## src/source/sweep_cfg.svh

```systemverilog
`ifndef SWEEP_CFG_SVH
`define SWEEP_CFG_SVH

//////////////////////////////
// Widths
//////////////////////////////
`define SWEEP_WORD_W 16
`define SWEEP_DAC_W 10
`define SWEEP_PKG_W 16

// Chip event size in words
`define SWEEP_EVENT_WORDS 10
// Delay after config done, short value for simulation
`define SWEEP_SETTLE_CYCLES 40
`define SWEEP_FIFO_DEPTH_LOG2 5

//////////////////////////////
// Marker words
//////////////////////////////
`define SWEEP_HEADER 16'h5341
`define SWEEP_TAIL 16'hFF45
`define SWEEP_PARAM_TAG 4'hD

`endif

```

## src/source/sweepTypesPkg.sv

```systemverilog
`default_nettype none

`include "sweep_cfg.svh"

package sweepTypesPkg;

    // DAC0 threshold code
    typedef logic [`SWEEP_DAC_W-1:0] dacCode_t;

    // Chip data and output stream word
    typedef logic [`SWEEP_WORD_W-1:0] dataWord_t;

    // Events per DAC code
    typedef logic [`SWEEP_PKG_W-1:0] pkgCount_t;

    // Word index inside one event
    typedef logic [3:0] wordCount_t;

endpackage

`default_nettype wire

```

## src/source/sweepCtrlPkg.sv

```systemverilog
`default_nettype none

package sweepCtrlPkg;

    import sweepTypesPkg::*;

    // Sweep sequencer states
    typedef enum logic [3:0] {
        IDLE,
        HEADER,
        PARAM,
        LOAD,
        WAIT_CFG,
        SETTLE,
        START,
        WAIT_EVENT,
        READ,
        OUTWORD,
        NEXT_EVENT,
        NEXT_DAC,
        TAIL,
        DONE
    } seqState_t;

    // Sweep range and events per code
    typedef struct packed {
        dacCode_t  startDac;
        dacCode_t  endDac;
        pkgCount_t maxPackages;
    } sweepCfg_t;

    // Word handed to the output stage
    typedef struct packed {
        logic      valid;
        dataWord_t data;
    } outWord_t;

endpackage

`default_nettype wire

```

## src/source/eventFifo.sv

```systemverilog
`timescale 1ns/1ns
`default_nettype none

`include "sweep_cfg.svh"

module eventFifo
    import sweepTypesPkg::*;
(
    input  logic      Clk,
    input  logic      reset_n,
    input  logic      write,
    input  dataWord_t writeData,
    input  logic      read,
    output dataWord_t readData,
    output logic      overflow
);

    localparam int addrW = `SWEEP_FIFO_DEPTH_LOG2;
    localparam int depth = 1 << addrW;

    dataWord_t mem [depth];

    // Extra MSB tells full from empty
    logic [addrW:0] wrPtr;
    logic [addrW:0] rdPtr;
    logic           empty;
    logic           full;

    assign empty = (wrPtr == rdPtr);
    assign full  = (wrPtr[addrW] != rdPtr[addrW]) && (wrPtr[addrW-1:0] == rdPtr[addrW-1:0]);

    // Pointers and sticky overflow
    always_ff @(posedge Clk or negedge reset_n) begin
        if (!reset_n) begin
            wrPtr    <= '0;
            rdPtr    <= '0;
            overflow <= 1'b0;
        end else begin
            if (write && !full) begin
                wrPtr <= wrPtr + 1'b1;
            end
            if (write && full) begin
                overflow <= 1'b1;
            end
            if (read && !empty) begin
                rdPtr <= rdPtr + 1'b1;
            end
        end
    end

    // Storage and registered read, data valid the cycle after read
    always_ff @(posedge Clk) begin
        if (write && !full) begin
            mem[wrPtr[addrW-1:0]] <= writeData;
        end
        if (read && !empty) begin
            readData <= mem[rdPtr[addrW-1:0]];
        end
    end

endmodule

`default_nettype wire

```

## src/source/eventFramer.sv

```systemverilog
`timescale 1ns/1ns
`default_nettype none

`include "sweep_cfg.svh"

module eventFramer
    import sweepTypesPkg::*;
(
    input  logic      Clk,
    input  logic      reset_n,
    input  logic      ParallelData_en,
    input  dataWord_t ParallelData,
    output logic      fifoWrite,
    output dataWord_t fifoData,
    output logic      eventReady
);

    // Position of the next strobed word in its event
    wordCount_t wordIdx;
    logic       lastWord;

    assign lastWord = (wordIdx == wordCount_t'(`SWEEP_EVENT_WORDS - 1));

    //////////////////////////////
    // Word counter
    //////////////////////////////
    always_ff @(posedge Clk or negedge reset_n) begin
        if (!reset_n) begin
            wordIdx    <= '0;
            eventReady <= 1'b0;
        end else begin
            eventReady <= 1'b0;
            // Holds while no strobe
            if (ParallelData_en) begin
                if (lastWord) begin
                    wordIdx    <= '0;
                    // Aligned with the FIFO write of the tenth word
                    eventReady <= 1'b1;
                end else begin
                    wordIdx <= wordIdx + 1'b1;
                end
            end
        end
    end

    //////////////////////////////
    // FIFO write port
    //////////////////////////////
    always_ff @(posedge Clk or negedge reset_n) begin
        if (!reset_n) begin
            fifoWrite <= 1'b0;
        end else begin
            fifoWrite <= ParallelData_en;
        end
    end

    // Data only, the write strobe qualifies it
    always_ff @(posedge Clk) begin
        if (ParallelData_en) begin
            fifoData <= ParallelData;
        end
    end

endmodule

`default_nettype wire

```

## src/source/sweepAcqTop.sv

```systemverilog
`timescale 1ns/1ns
`default_nettype none

module sweepAcqTop
    import sweepTypesPkg::*;
    import sweepCtrlPkg::*;
(
    input  logic      Clk,
    input  logic      reset_n,
    // Sweep control
    input  logic      SweepStart,
    input  dacCode_t  StartDac0,
    input  dacCode_t  EndDac0,
    input  pkgCount_t MaxPackageNumber,
    output logic      OneDacDone,
    output logic      AcqDone,
    input  logic      DataTransmitDone,
    // Chip side
    input  logic      ParallelData_en,
    input  dataWord_t ParallelData,
    output dacCode_t  OutDac0,
    output logic      LoadScParameter,
    input  logic      MicrorocConfigDone,
    output logic      ForceAcqReset,
    output logic      SingleAcqStart,
    // USB side
    input  logic      UsbFull,
    output dataWord_t SweepAcqData,
    output logic      SweepAcqData_en,
    output logic      FifoOverflow
);

    sweepCfg_t cfg;
    outWord_t  outWord;
    logic      fifoWrite;
    dataWord_t fifoWriteData;
    logic      fifoRead;
    dataWord_t fifoReadData;
    logic      eventReady;

    assign cfg = '{startDac: StartDac0, endDac: EndDac0, maxPackages: MaxPackageNumber};

    //////////////////////////////
    // Input side
    //////////////////////////////
    eventFramer u_eventFramer (
        .Clk             (Clk),
        .reset_n         (reset_n),
        .ParallelData_en (ParallelData_en),
        .ParallelData    (ParallelData),
        .fifoWrite       (fifoWrite),
        .fifoData        (fifoWriteData),
        .eventReady      (eventReady)
    );

    eventFifo u_eventFifo (
        .Clk       (Clk),
        .reset_n   (reset_n),
        .write     (fifoWrite),
        .writeData (fifoWriteData),
        .read      (fifoRead),
        .readData  (fifoReadData),
        .overflow  (FifoOverflow)
    );

    // Sweep control and DAC loop
    sweepSequencer u_sweepSequencer (
        .Clk                (Clk),
        .reset_n            (reset_n),
        .SweepStart         (SweepStart),
        .cfg                (cfg),
        .eventReady         (eventReady),
        .fifoRead           (fifoRead),
        .fifoData           (fifoReadData),
        .MicrorocConfigDone (MicrorocConfigDone),
        .usbFull            (UsbFull),
        .DataTransmitDone   (DataTransmitDone),
        .OutDac0            (OutDac0),
        .LoadScParameter    (LoadScParameter),
        .ForceAcqReset      (ForceAcqReset),
        .SingleAcqStart     (SingleAcqStart),
        .OneDacDone         (OneDacDone),
        .AcqDone            (AcqDone),
        .outWord            (outWord)
    );

    // Output register toward USB
    wordOutput u_wordOutput (
        .Clk             (Clk),
        .reset_n         (reset_n),
        .outWord         (outWord),
        .SweepAcqData    (SweepAcqData),
        .SweepAcqData_en (SweepAcqData_en)
    );

endmodule

`default_nettype wire

```

## src/source/sweepSequencer.sv

```systemverilog
`timescale 1ns/1ns
`default_nettype none

`include "sweep_cfg.svh"

module sweepSequencer
    import sweepTypesPkg::*;
    import sweepCtrlPkg::*;
(
    input  logic      Clk,
    input  logic      reset_n,
    input  logic      SweepStart,
    input  sweepCfg_t cfg,
    input  logic      eventReady,
    output logic      fifoRead,
    input  dataWord_t fifoData,
    input  logic      MicrorocConfigDone,
    input  logic      usbFull,
    input  logic      DataTransmitDone,
    output dacCode_t  OutDac0,
    output logic      LoadScParameter,
    output logic      ForceAcqReset,
    output logic      SingleAcqStart,
    output logic      OneDacDone,
    output logic      AcqDone,
    output outWord_t  outWord
);

    localparam int settleW = $clog2(`SWEEP_SETTLE_CYCLES + 1);

    seqState_t          state;
    dacCode_t           currentDac;
    pkgCount_t          eventCount;
    pkgCount_t          pending;
    wordCount_t         wordIdx;
    logic [settleW-1:0] settleCount;
    logic               cfgSeen;
    logic               eventTake;

    // Chip config port expects MSB and LSB swapped
    function automatic dacCode_t reverseDac(input dacCode_t code);
        dacCode_t rev;
        for (int i = 0; i < `SWEEP_DAC_W; i++) begin
            rev[i] = code[`SWEEP_DAC_W-1-i];
        end
        return rev;
    endfunction

    // One read per word, never into a full USB FIFO
    assign fifoRead  = (state == READ) && !usbFull;
    // First read of an event takes it off the pending count
    assign eventTake = fifoRead && (wordIdx == '0);

    //////////////////////////////
    // Pending event counter
    //////////////////////////////
    always_ff @(posedge Clk or negedge reset_n) begin
        if (!reset_n) begin
            pending <= '0;
        end else begin
            case ({eventReady, eventTake})
                2'b10:   pending <= pending + 1'b1;
                2'b01:   pending <= pending - 1'b1;
                default: pending <= pending;
            endcase
        end
    end

    //////////////////////////////
    // Sweep FSM
    //////////////////////////////
    always_ff @(posedge Clk or negedge reset_n) begin
        if (!reset_n) begin
            state           <= IDLE;
            currentDac      <= '0;
            eventCount      <= '0;
            wordIdx         <= '0;
            settleCount     <= '0;
            cfgSeen         <= 1'b0;
            OutDac0         <= '0;
            LoadScParameter <= 1'b0;
            ForceAcqReset   <= 1'b0;
            SingleAcqStart  <= 1'b0;
            OneDacDone      <= 1'b0;
            AcqDone         <= 1'b0;
            outWord         <= '0;
        end else begin
            // Pulses by default
            LoadScParameter <= 1'b0;
            ForceAcqReset   <= 1'b0;
            OneDacDone      <= 1'b0;
            outWord.valid   <= 1'b0;
            case (state)
                IDLE: begin
                    if (SweepStart) begin
                        currentDac <= cfg.startDac;
                        outWord    <= '{valid: 1'b1, data: `SWEEP_HEADER};
                        state      <= HEADER;
                    end
                end
                HEADER: state <= PARAM;
                PARAM: begin
                    outWord <= '{valid: 1'b1, data: {`SWEEP_PARAM_TAG, 2'b00, currentDac}};
                    OutDac0 <= reverseDac(currentDac);
                    state   <= LOAD;
                end
                LOAD: begin
                    LoadScParameter <= 1'b1;
                    cfgSeen         <= 1'b0;
                    state           <= WAIT_CFG;
                end
                WAIT_CFG: begin
                    // Wait for config done to rise, then fall
                    if (MicrorocConfigDone) begin
                        cfgSeen <= 1'b1;
                    end else if (cfgSeen) begin
                        settleCount <= '0;
                        state       <= SETTLE;
                    end
                end
                SETTLE: begin
                    if (settleCount == settleW'(`SWEEP_SETTLE_CYCLES - 1)) begin
                        ForceAcqReset <= 1'b1;
                        state         <= START;
                    end else begin
                        settleCount <= settleCount + 1'b1;
                    end
                end
                START: begin
                    SingleAcqStart <= 1'b1;
                    eventCount     <= '0;
                    state          <= WAIT_EVENT;
                end
                WAIT_EVENT: begin
                    if (pending != '0) begin
                        wordIdx <= '0;
                        state   <= READ;
                    end
                end
                // Stalls here under USB back-pressure
                READ: if (!usbFull) state <= OUTWORD;
                OUTWORD: begin
                    outWord <= '{valid: 1'b1, data: fifoData};
                    if (wordIdx == wordCount_t'(`SWEEP_EVENT_WORDS - 1)) begin
                        state <= NEXT_EVENT;
                    end else begin
                        wordIdx <= wordIdx + 1'b1;
                        state   <= READ;
                    end
                end
                NEXT_EVENT: begin
                    if (eventCount + 1'b1 >= cfg.maxPackages) begin
                        SingleAcqStart <= 1'b0;
                        OneDacDone     <= 1'b1;
                        state          <= NEXT_DAC;
                    end else begin
                        eventCount <= eventCount + 1'b1;
                        state      <= WAIT_EVENT;
                    end
                end
                NEXT_DAC: begin
                    if (currentDac < cfg.endDac) begin
                        currentDac <= currentDac + 1'b1;
                        state      <= PARAM;
                    end else begin
                        outWord <= '{valid: 1'b1, data: `SWEEP_TAIL};
                        state   <= TAIL;
                    end
                end
                TAIL: state <= DONE;
                DONE: begin
                    // Raised once the tail word is out
                    if (DataTransmitDone) begin
                        AcqDone <= 1'b0;
                        state   <= IDLE;
                    end else begin
                        AcqDone <= 1'b1;
                    end
                end
                default: state <= IDLE;
            endcase
        end
    end

endmodule

`default_nettype wire

```

## src/source/wordOutput.sv

```systemverilog
`timescale 1ns/1ns
`default_nettype none

module wordOutput
    import sweepTypesPkg::*;
    import sweepCtrlPkg::*;
(
    input  logic      Clk,
    input  logic      reset_n,
    input  outWord_t  outWord,
    output dataWord_t SweepAcqData,
    output logic      SweepAcqData_en
);

    //////////////////////////////
    // Output register
    //////////////////////////////

    // One enable cycle per word from the sequencer
    always_ff @(posedge Clk or negedge reset_n) begin
        if (!reset_n) begin
            SweepAcqData_en <= 1'b0;
        end else begin
            SweepAcqData_en <= outWord.valid;
        end
    end

    // Last word stays on the bus until the next one,
    // so a stalled USB side still sees stable data
    always_ff @(posedge Clk) begin
        if (outWord.valid) begin
            SweepAcqData <= outWord.data;
        end
    end

endmodule

`default_nettype wire

```

## config.mk

```make
export PLATFORM = sky130hd
export DESIGN_NAME = sweepAcqTop
export DESIGN_NICKNAME = d
export VERILOG_FILES = /design/src/source/sweepTypesPkg.sv /design/src/source/sweepCtrlPkg.sv /design/src/source/eventFifo.sv /design/src/source/eventFramer.sv /design/src/source/sweepAcqTop.sv /design/src/source/sweepSequencer.sv /design/src/source/wordOutput.sv
export VERILOG_INCLUDE_DIRS = /design/src /design/src/source
export SDC_FILE = /design/constraint.sdc
export NUM_CORES = 1
export LEC_CHECK = 0
export BUFFER_PORTS_ARGS = -buffer_cell sky130_fd_sc_hd__buf_2
export CORE_MARGIN = 5
export CORE_UTILIZATION = 60
export CTS_CLUSTER_DIAMETER = 50
export DETAILED_ROUTE_END_ITERATION = 7
export PLACE_DENSITY = 0.83
export SLEW_MARGIN = 0
export SYNTH_ARGS = -nofsm -noshare
export SYNTH_HDL_FRONTEND = slang
export SYNTH_SLANG_ARGS = --single-unit
```

## constraint.sdc

```tcl
create_clock -name Clk -period 4.3 [get_ports Clk]
set_input_delay 0.86 -clock Clk [delete_from_list [all_inputs] [get_ports Clk]]
set_output_delay 0.86 -clock Clk [all_outputs]
set_load 0.03 [all_outputs]
```

== After elaboration in Yosys (flattened, before gate mapping) ==
Memory sizes are Yosys's and may differ from the RTL's. A register that Yosys moved wholly into a read port is not among the register bits.
Cells that the tools add are included.
W data, S select, Z words.
Storage, ports and cells
  register bits: 141
  bits in writable memories: 512
  output and inout port bits: 33
  logic and storage cells: 140
  memories kept: 1
Memories
  u_eventFifo.mem: words 32, bits a word 16, read ports 1, clocked after memory_dff 1, wr ports 1, RTL line eventFifo.sv:21  | dataWord_t mem [depth];
Cells by class
  add/subtract/negate cells: 9
  magnitude comparators: 2
  equality and inequality tests: 35
  multiplexer cells: 42
  reductions and logical operators: 27
Operators with widths (count)
  $pmux W17 S4: 1
  $pmux W16 S2: 2
  $pmux W4 S14: 1
  $mux W4: 12
  $mux W17: 2
  $add A16 B1 Y16 const B: 2
  $eq A4 B4 Y1 const B: 8
  $mux W10: 2
  $pmux W10 S2: 1
  $add A6 B1 Y6 const B: 3
  $mux W6: 3
  $ne A2 B2 Y1 const B: 9
  $eq A4 B3 Y1 const B: 4
  $ge A16 B16 Y1: 1
  $mux W16: 1
  $reduce_bool A16 Y1: 1
  $sub A16 B1 Y16 const B: 1
  $mux W1: 12
  $pmux W6 S2: 1
  $reduce_bool A2 Y1: 6
  $add A10 B1 Y10 const B: 1
  $lt A10 B10 Y1: 1
  $ne A2 B1 Y1 const B: 5
  $reduce_and A3 Y1: 3
  other kinds (19): 32

== Logic depth before layout (Yosys ltp) ==
  depth in word-level cells: 6
  gate-level depth with buffers: 17
  mapped depth without buffers: 15

== Hierarchy ==
Synthesis repeated with hierarchy kept, for this count alone.
Second synthesis, totals
  cells, all modules: 1618
  area total of the unflattened synthesis: 27760.4 µm²
By module, submodules not included
  eventFifo: instances 1, cells an instance 893, area each 20569.7 µm²
  sweepSequencer: instances 1, cells an instance 673, area each 5967.0 µm²
  eventFramer: instances 1, cells an instance 35, area each 718.2 µm²
  wordOutput: instances 1, cells an instance 17, area each 505.5 µm²

== Worst setup path before layout ==
Ideal clock, no wire load.
  kind: input to register
  from: in UsbFull
  to: reg u_sweepSequencer.pending[10]
  library setup time: 0.122 ns
  arrival time: 3.401 ns
  required time: 4.178 ns
  slack: 0.777 ns
  stages on the path: 11
  buffers on the path: 0
  path through: nor4_1 > and3_1 > ha_1 > ha_1 > nor2b_1 > o21ai_0 > a21oi_1 > o31ai_1 > a21oi_1 > nand3b_1 > a32o_1
On the way
  word-level cells in the longest chain between the ends: 5
  elaborated cells between the ends (all ways): 7
  classes of those cells: 2 x eq/ne; 1 x mux; 4 x reduce/logical
Ends and longest elaborated chain
  start, declared: RTL line sweepAcqTop.sv:27  | input logic UsbFull,
  $logic_not A1 Y1 *: RTL line sweepSequencer.sv:50  | assign fifoRead = (state == READ) && !usbFull;
  $logic_and A1 B1 Y1 *: RTL line sweepSequencer.sv:50
  $logic_and A1 B1 Y1 *: RTL line sweepSequencer.sv:52  | assign eventTake = fifoRead && (wordIdx == '0);
  $eq A2 B1 Y1 or $eq A2 B2 Y1 (tied branches): RTL line sweepSequencer.sv:61  | case ({eventReady, eventTake})
  $pmux W16 S2 or $reduce_bool A2 Y1 (tied branches)
  end signal, assigned: RTL line sweepSequencer.sv:62  | 2'b10: pending <= pending + 1'b1;
  end signal, assigned: RTL line sweepSequencer.sv:63  | 2'b01: pending <= pending - 1'b1;
  end signal, assigned: RTL line sweepSequencer.sv:64  | default: pending <= pending;
  end, declared: RTL line sweepSequencer.sv:34  | pkgCount_t pending;
Every way passes the cells marked *; elsewhere a longest branch is shown, timed or not.
A chain may end at the register's enable or synchronous reset.

== Final worst setup path ==
  from: reg u_sweepSequencer.state[3]
  to: reg u_sweepSequencer.pending[10]
On the way
  word-level cells in the longest chain between the ends: 5
  elaborated cells between the ends (all ways): 7
  classes of those cells: 3 x eq/ne; 1 x mux; 3 x reduce/logical
Ends and longest elaborated chain
  start, declared: RTL line sweepSequencer.sv:31  | seqState_t state;
  start signal, assigned: RTL line sweepSequencer.sv:74  | state <= IDLE;
  start signal, assigned: RTL line sweepSequencer.sv:98  | state <= HEADER;
  start signal, assigned: RTL line sweepSequencer.sv:101  | HEADER: state <= PARAM;
  $eq A4 B4 Y1 *: RTL line sweepSequencer.sv:50
  $logic_and A1 B1 Y1 *: RTL line sweepSequencer.sv:50
  $logic_and A1 B1 Y1 *: RTL line sweepSequencer.sv:52
  $eq A2 B1 Y1 or $eq A2 B2 Y1 (tied branches): RTL line sweepSequencer.sv:61
  $pmux W16 S2 or $reduce_bool A2 Y1 (tied branches)
Marked as above.

==> results.toml <==
[route]
wire_per_inst_microns = 28.48
detail_route.vias_per_cell = 6.699
detailedRoute.firstPassIterationCount = 8
initialDrtViolationCount = 2197
dr_total_vias = 15896
drt.antenna.violating_nets = 0
drt_wl_total_mm = 67.57
drc_viols = 0

[grt]
first_global_vias = 16059
gr-usage-met3_pct = 6.317
grt_usage_pct = 27.20
grt_overflow = 0
grt.met2_usage_pct = 44.55
grt_pass1_wl_mm = 102.1
globalRouteMet1Util_pct = 36.95
antenna_found_initial = 3
globalRoute.busiestLayer = "met2"
maximum_number_of_pins_on_one_net_before_global_route_repair = 77

[floorplan]
floorplan.die.height_microns = 224.2
fp.dieArea_sq_um = 50280
starting_utilization_of_the_core_area_pct = 60.68
io-pin-count = 92
die_extent_in_x_microns = 224.2
core.rowCount = 78
fp.coreArea_sq_um = 45380

[timing]
worst-slew-pin-transition_ns = 1.099
finalCriticalPeriod_ns = 3.949
timing.fmax_mhz = 253.2
final_number_of_hold_violating_endpoints = 0
totalNegativeSetupSlack_ns = 0
clock-skew-final_ns = 0.03010
setup-violations-final = 0
rsz0062_at_grt = "false"
timing.final.max_slew_violations = 0
hold-worst-slack_ns = 0.4132
finalCritPeriodShare_pct = 91.84
maxSlewHeadroom_pct = 26.73

[cts]
tritoncts = "done"
numClockSinks = 669
clock_tree_buffer_depth = 3
htree_levels = 3
path_clk_slew_ns = 0.06
cts_made_buffers = 70
clock_network_latency_to_the_later_pin_of_the_worst_skew_pair_ns = 0.63
post-cts-setup-buffer-count = 0
cts.hold.buffers_added = 0
clk_root_buffer_cell = "sky130_fd_sc_hd__clkbuf_16"

[placed_design]
dp_hpwl_mm = 37.37
place.gp.congestion = 0.8554
postPlaceCellArea_sq_um = 28930
placedCellCount = 2244
buffer_ports.inserted = 91

[synthesis]
yosys_register_bits = 669
synth_top_family_by_area = "multiplexers"
synth_fa_ha_area_share_pct = 2.390
number_of_enable_flip_flop_cells_after_synthesis = 560
syn_nets = 1684
netlist_area_sq_um = 27540
synth_cell_type_count = 62
yosysTopAreaCellShare_pct = 61.06
synth_flop_cell = "sky130_fd_sc_hd__edfxtp_1"
synth_simple_gate_area_share_pct = 5.566
ys_warn_count = 0
synthDominantAreaCellType = "sky130_fd_sc_hd__edfxtp_1"
syn_avg_cell_area_sq_um = 17.51
synth.mux.area_fraction_pct = 13.97
synth-seq-area-share_pct = 70.97
async_flop_share_pct = 16.29
synth.top_cells.by_area = "sky130_fd_sc_hd__edfxtp_1, sky130_fd_sc_hd__mux4_2, sky130_fd_sc_hd__dfrtp_1"
synth-xor-area-share_pct = 1.209
compound_gate_portion_of_the_synthesized_area_pct = 4.085
postSynthCellCount = 1573

[layout]
layout_cells_excl_fill = 2373
layout-drive-gt1-share_pct = 25.80
nNetsFinal = 1827
final_instance_area_sq_um = 31260
syn_to_final_growth_pct = 13.49

[critical_path]
endpoint_kind = "flip-flop"
r2r.worst_path.cells = 12
cp.arrival_ns = 4.44
criticalPathCategory = "flip-flop to flip-flop"
worst_path_largest_cell_delay_ns = 0.58
crit_required_ns = 4.79
critical_path.startpoint_type = "flip-flop"
timing.critical_path.slowest_stage_cell = "sky130_fd_sc_hd__dfrtp_1"
timing.critical_path.cells = "nand2b_1 -> nor4_1 -> and3_1 -> ha_1 -> ha_1 -> nor2b_1 -> o21ai_0 -> a21oi_1 -> o31ai_2 -> a21oi_1 -> nand3b_1 -> a32o_1"
crit_path_max_fo = 14

[pwr]
worst_ir_drop_vdd_mv = 0.4749
totalPowerFinal_uw = 18860
power.leakage_uw = 0.01103
p_per_area_nw_per_um2 = 603.4

[flow_run]
max_cap_viol_count = 0

[min_path]
worst_hold_path_type = "input port to flip-flop"
min_path_cells = 1

[outcome]
run_status = "finished clean"
## layer usage
metal	share of wire, %	vias to the layer above
met5	0.019	-
met4	3.6	2
met3	11	216
met1	36	8013
met2	49	1199
li1	-	6466
## through the flow
| stage | utilization (%) | setup WS, ns |
|---|---|---|
| global route | 68.86 | 0.1050 |
| detailed placement | 63.74 | 0.2329 |
| finish | 68.87 | 0.3507 |
| global placement | 63.74 | 0.3524 |
| floorplan | - | 0.7774 |
| CTS | 68.85 | 0.2650 |
## sequential cells by signal, summed over array words and instances (netlist names), 10 cells and up
register and count:
u_sweepSequencer.OutDac0 10, u_sweepSequencer.outWord 17, u_sweepSequencer.pending 16, u_sweepSequencer.currentDac 10, u_eventFifo.mem 512, u_eventFifo.readData 16
u_wordOutput.SweepAcqData 16, u_eventFramer.fifoData 16, u_sweepSequencer.eventCount 16
## placed cells by master, fill, tap and decap left out, drive strengths merged, types with 6 or more instances in the layout
cell	Yosys	layout
nor3	11	11
a21oi	50	50
inv	51	57
nor3b	6	6
nand3	37	37
o21a	6	6
edfxtp	560	560
buf	21	144
clkinv	0	24
o22ai	9	9
nor2	69	69
nand2	129	129
xor2	18	18
and3	9	9
clkinvlp	0	6
xnor2	20	20
nand2b	19	19
nor2b	9	9
mux4	160	160
a21o	17	17
ha	51	51
o21ai	56	56
dfrtp	109	109
nor4	7	7
nand4	14	14
clkbuf	52	86
mux2	19	19
## worst max-delay path: cells and delay by family, from the launching register on
kind                     cells  cell delay, ns
AO/OA/AOI/OAI                5            1.24
adder cells (fa/ha/maj)      2            0.70
flip-flops                   1            0.58
AND/OR/NAND/NOR              5            1.31
## cell usage after synthesis, types with 7 or more instances
library cell	n
sky130_fd_sc_hd__nand2b_1	19
sky130_fd_sc_hd__nand2_1	129
sky130_fd_sc_hd__clkbuf_1	52
sky130_fd_sc_hd__nor2_1	68
sky130_fd_sc_hd__a21oi_1	50
sky130_fd_sc_hd__and3_1	9
sky130_fd_sc_hd__xnor2_1	20
sky130_fd_sc_hd__o22ai_1	9
sky130_fd_sc_hd__mux4_2	160
sky130_fd_sc_hd__dfrtp_1	109
sky130_fd_sc_hd__nand4_1	14
sky130_fd_sc_hd__nand3_1	37
sky130_fd_sc_hd__xor2_1	18
sky130_fd_sc_hd__nor4_1	7
sky130_fd_sc_hd__ha_1	51
sky130_fd_sc_hd__o21ai_0	55
sky130_fd_sc_hd__nor3_1	11
sky130_fd_sc_hd__nor2b_1	9
sky130_fd_sc_hd__inv_1	50
sky130_fd_sc_hd__buf_2	12
sky130_fd_sc_hd__edfxtp_1	560
sky130_fd_sc_hd__mux2_2	19
sky130_fd_sc_hd__a21o_1	17
## layout make-up
type	instances	area, sq um
clock buffers	86	1884
flip-flops and latches	669	19550
inverters	51	191.4
multi-input cells	780	7518
diodes	2	5.005
repair buffers	144	918.4
fillers	2662	14130
clock inverters	41	432.9
well taps	600	750.7
## logic make-up after synthesis
kind of cell | Yosys count
AO/OA/AOI/OAI | 178
AND/OR/NAND/NOR | 330
flip-flops | 669
XOR/XNOR | 38
buffers and inverters | 124
multiplexers | 182
adder cells (fa/ha/maj) | 52
## repair_timing
| action | 4_1_cts | 5_1_grt |
|---|---|---|
| resized for setup | 0 | 1 |
| setup endpoints to repair | 0 | 2 |
| hold endpoints to repair | 0 | 0 |
## final timing paths
path                                            from                        endpoint  slack [ns]
min in group asynchronous                    reset_n     u_sweepSequencer.OutDac0[5]        0.42
setup reg to reg           u_sweepSequencer.state[3]    u_sweepSequencer.pending[10]        0.35
hold / removal                       ParallelData[5]       u_eventFramer.fifoData[5]        0.41
setup / recovery           u_sweepSequencer.state[3]    u_sweepSequencer.pending[10]        0.35
hold reg to reg              u_eventFifo.readData[0]     u_sweepSequencer.outWord[0]        0.45
max in group asynchronous                    reset_n  u_sweepSequencer.currentDac[5]        2.90
## power breakdown
| group | internal, uW | switching (uW) | total (uW) |
|---|---|---|---|
| clock | 3480 | 2620 | 6100 |
| sequential | 7820 | 810 | 8630 |
| combinational | 1870 | 2270 | 4130 |
| total | 13200 | 5690 | 18900 |
Note: power is estimated with default switching activity, not from simulation.
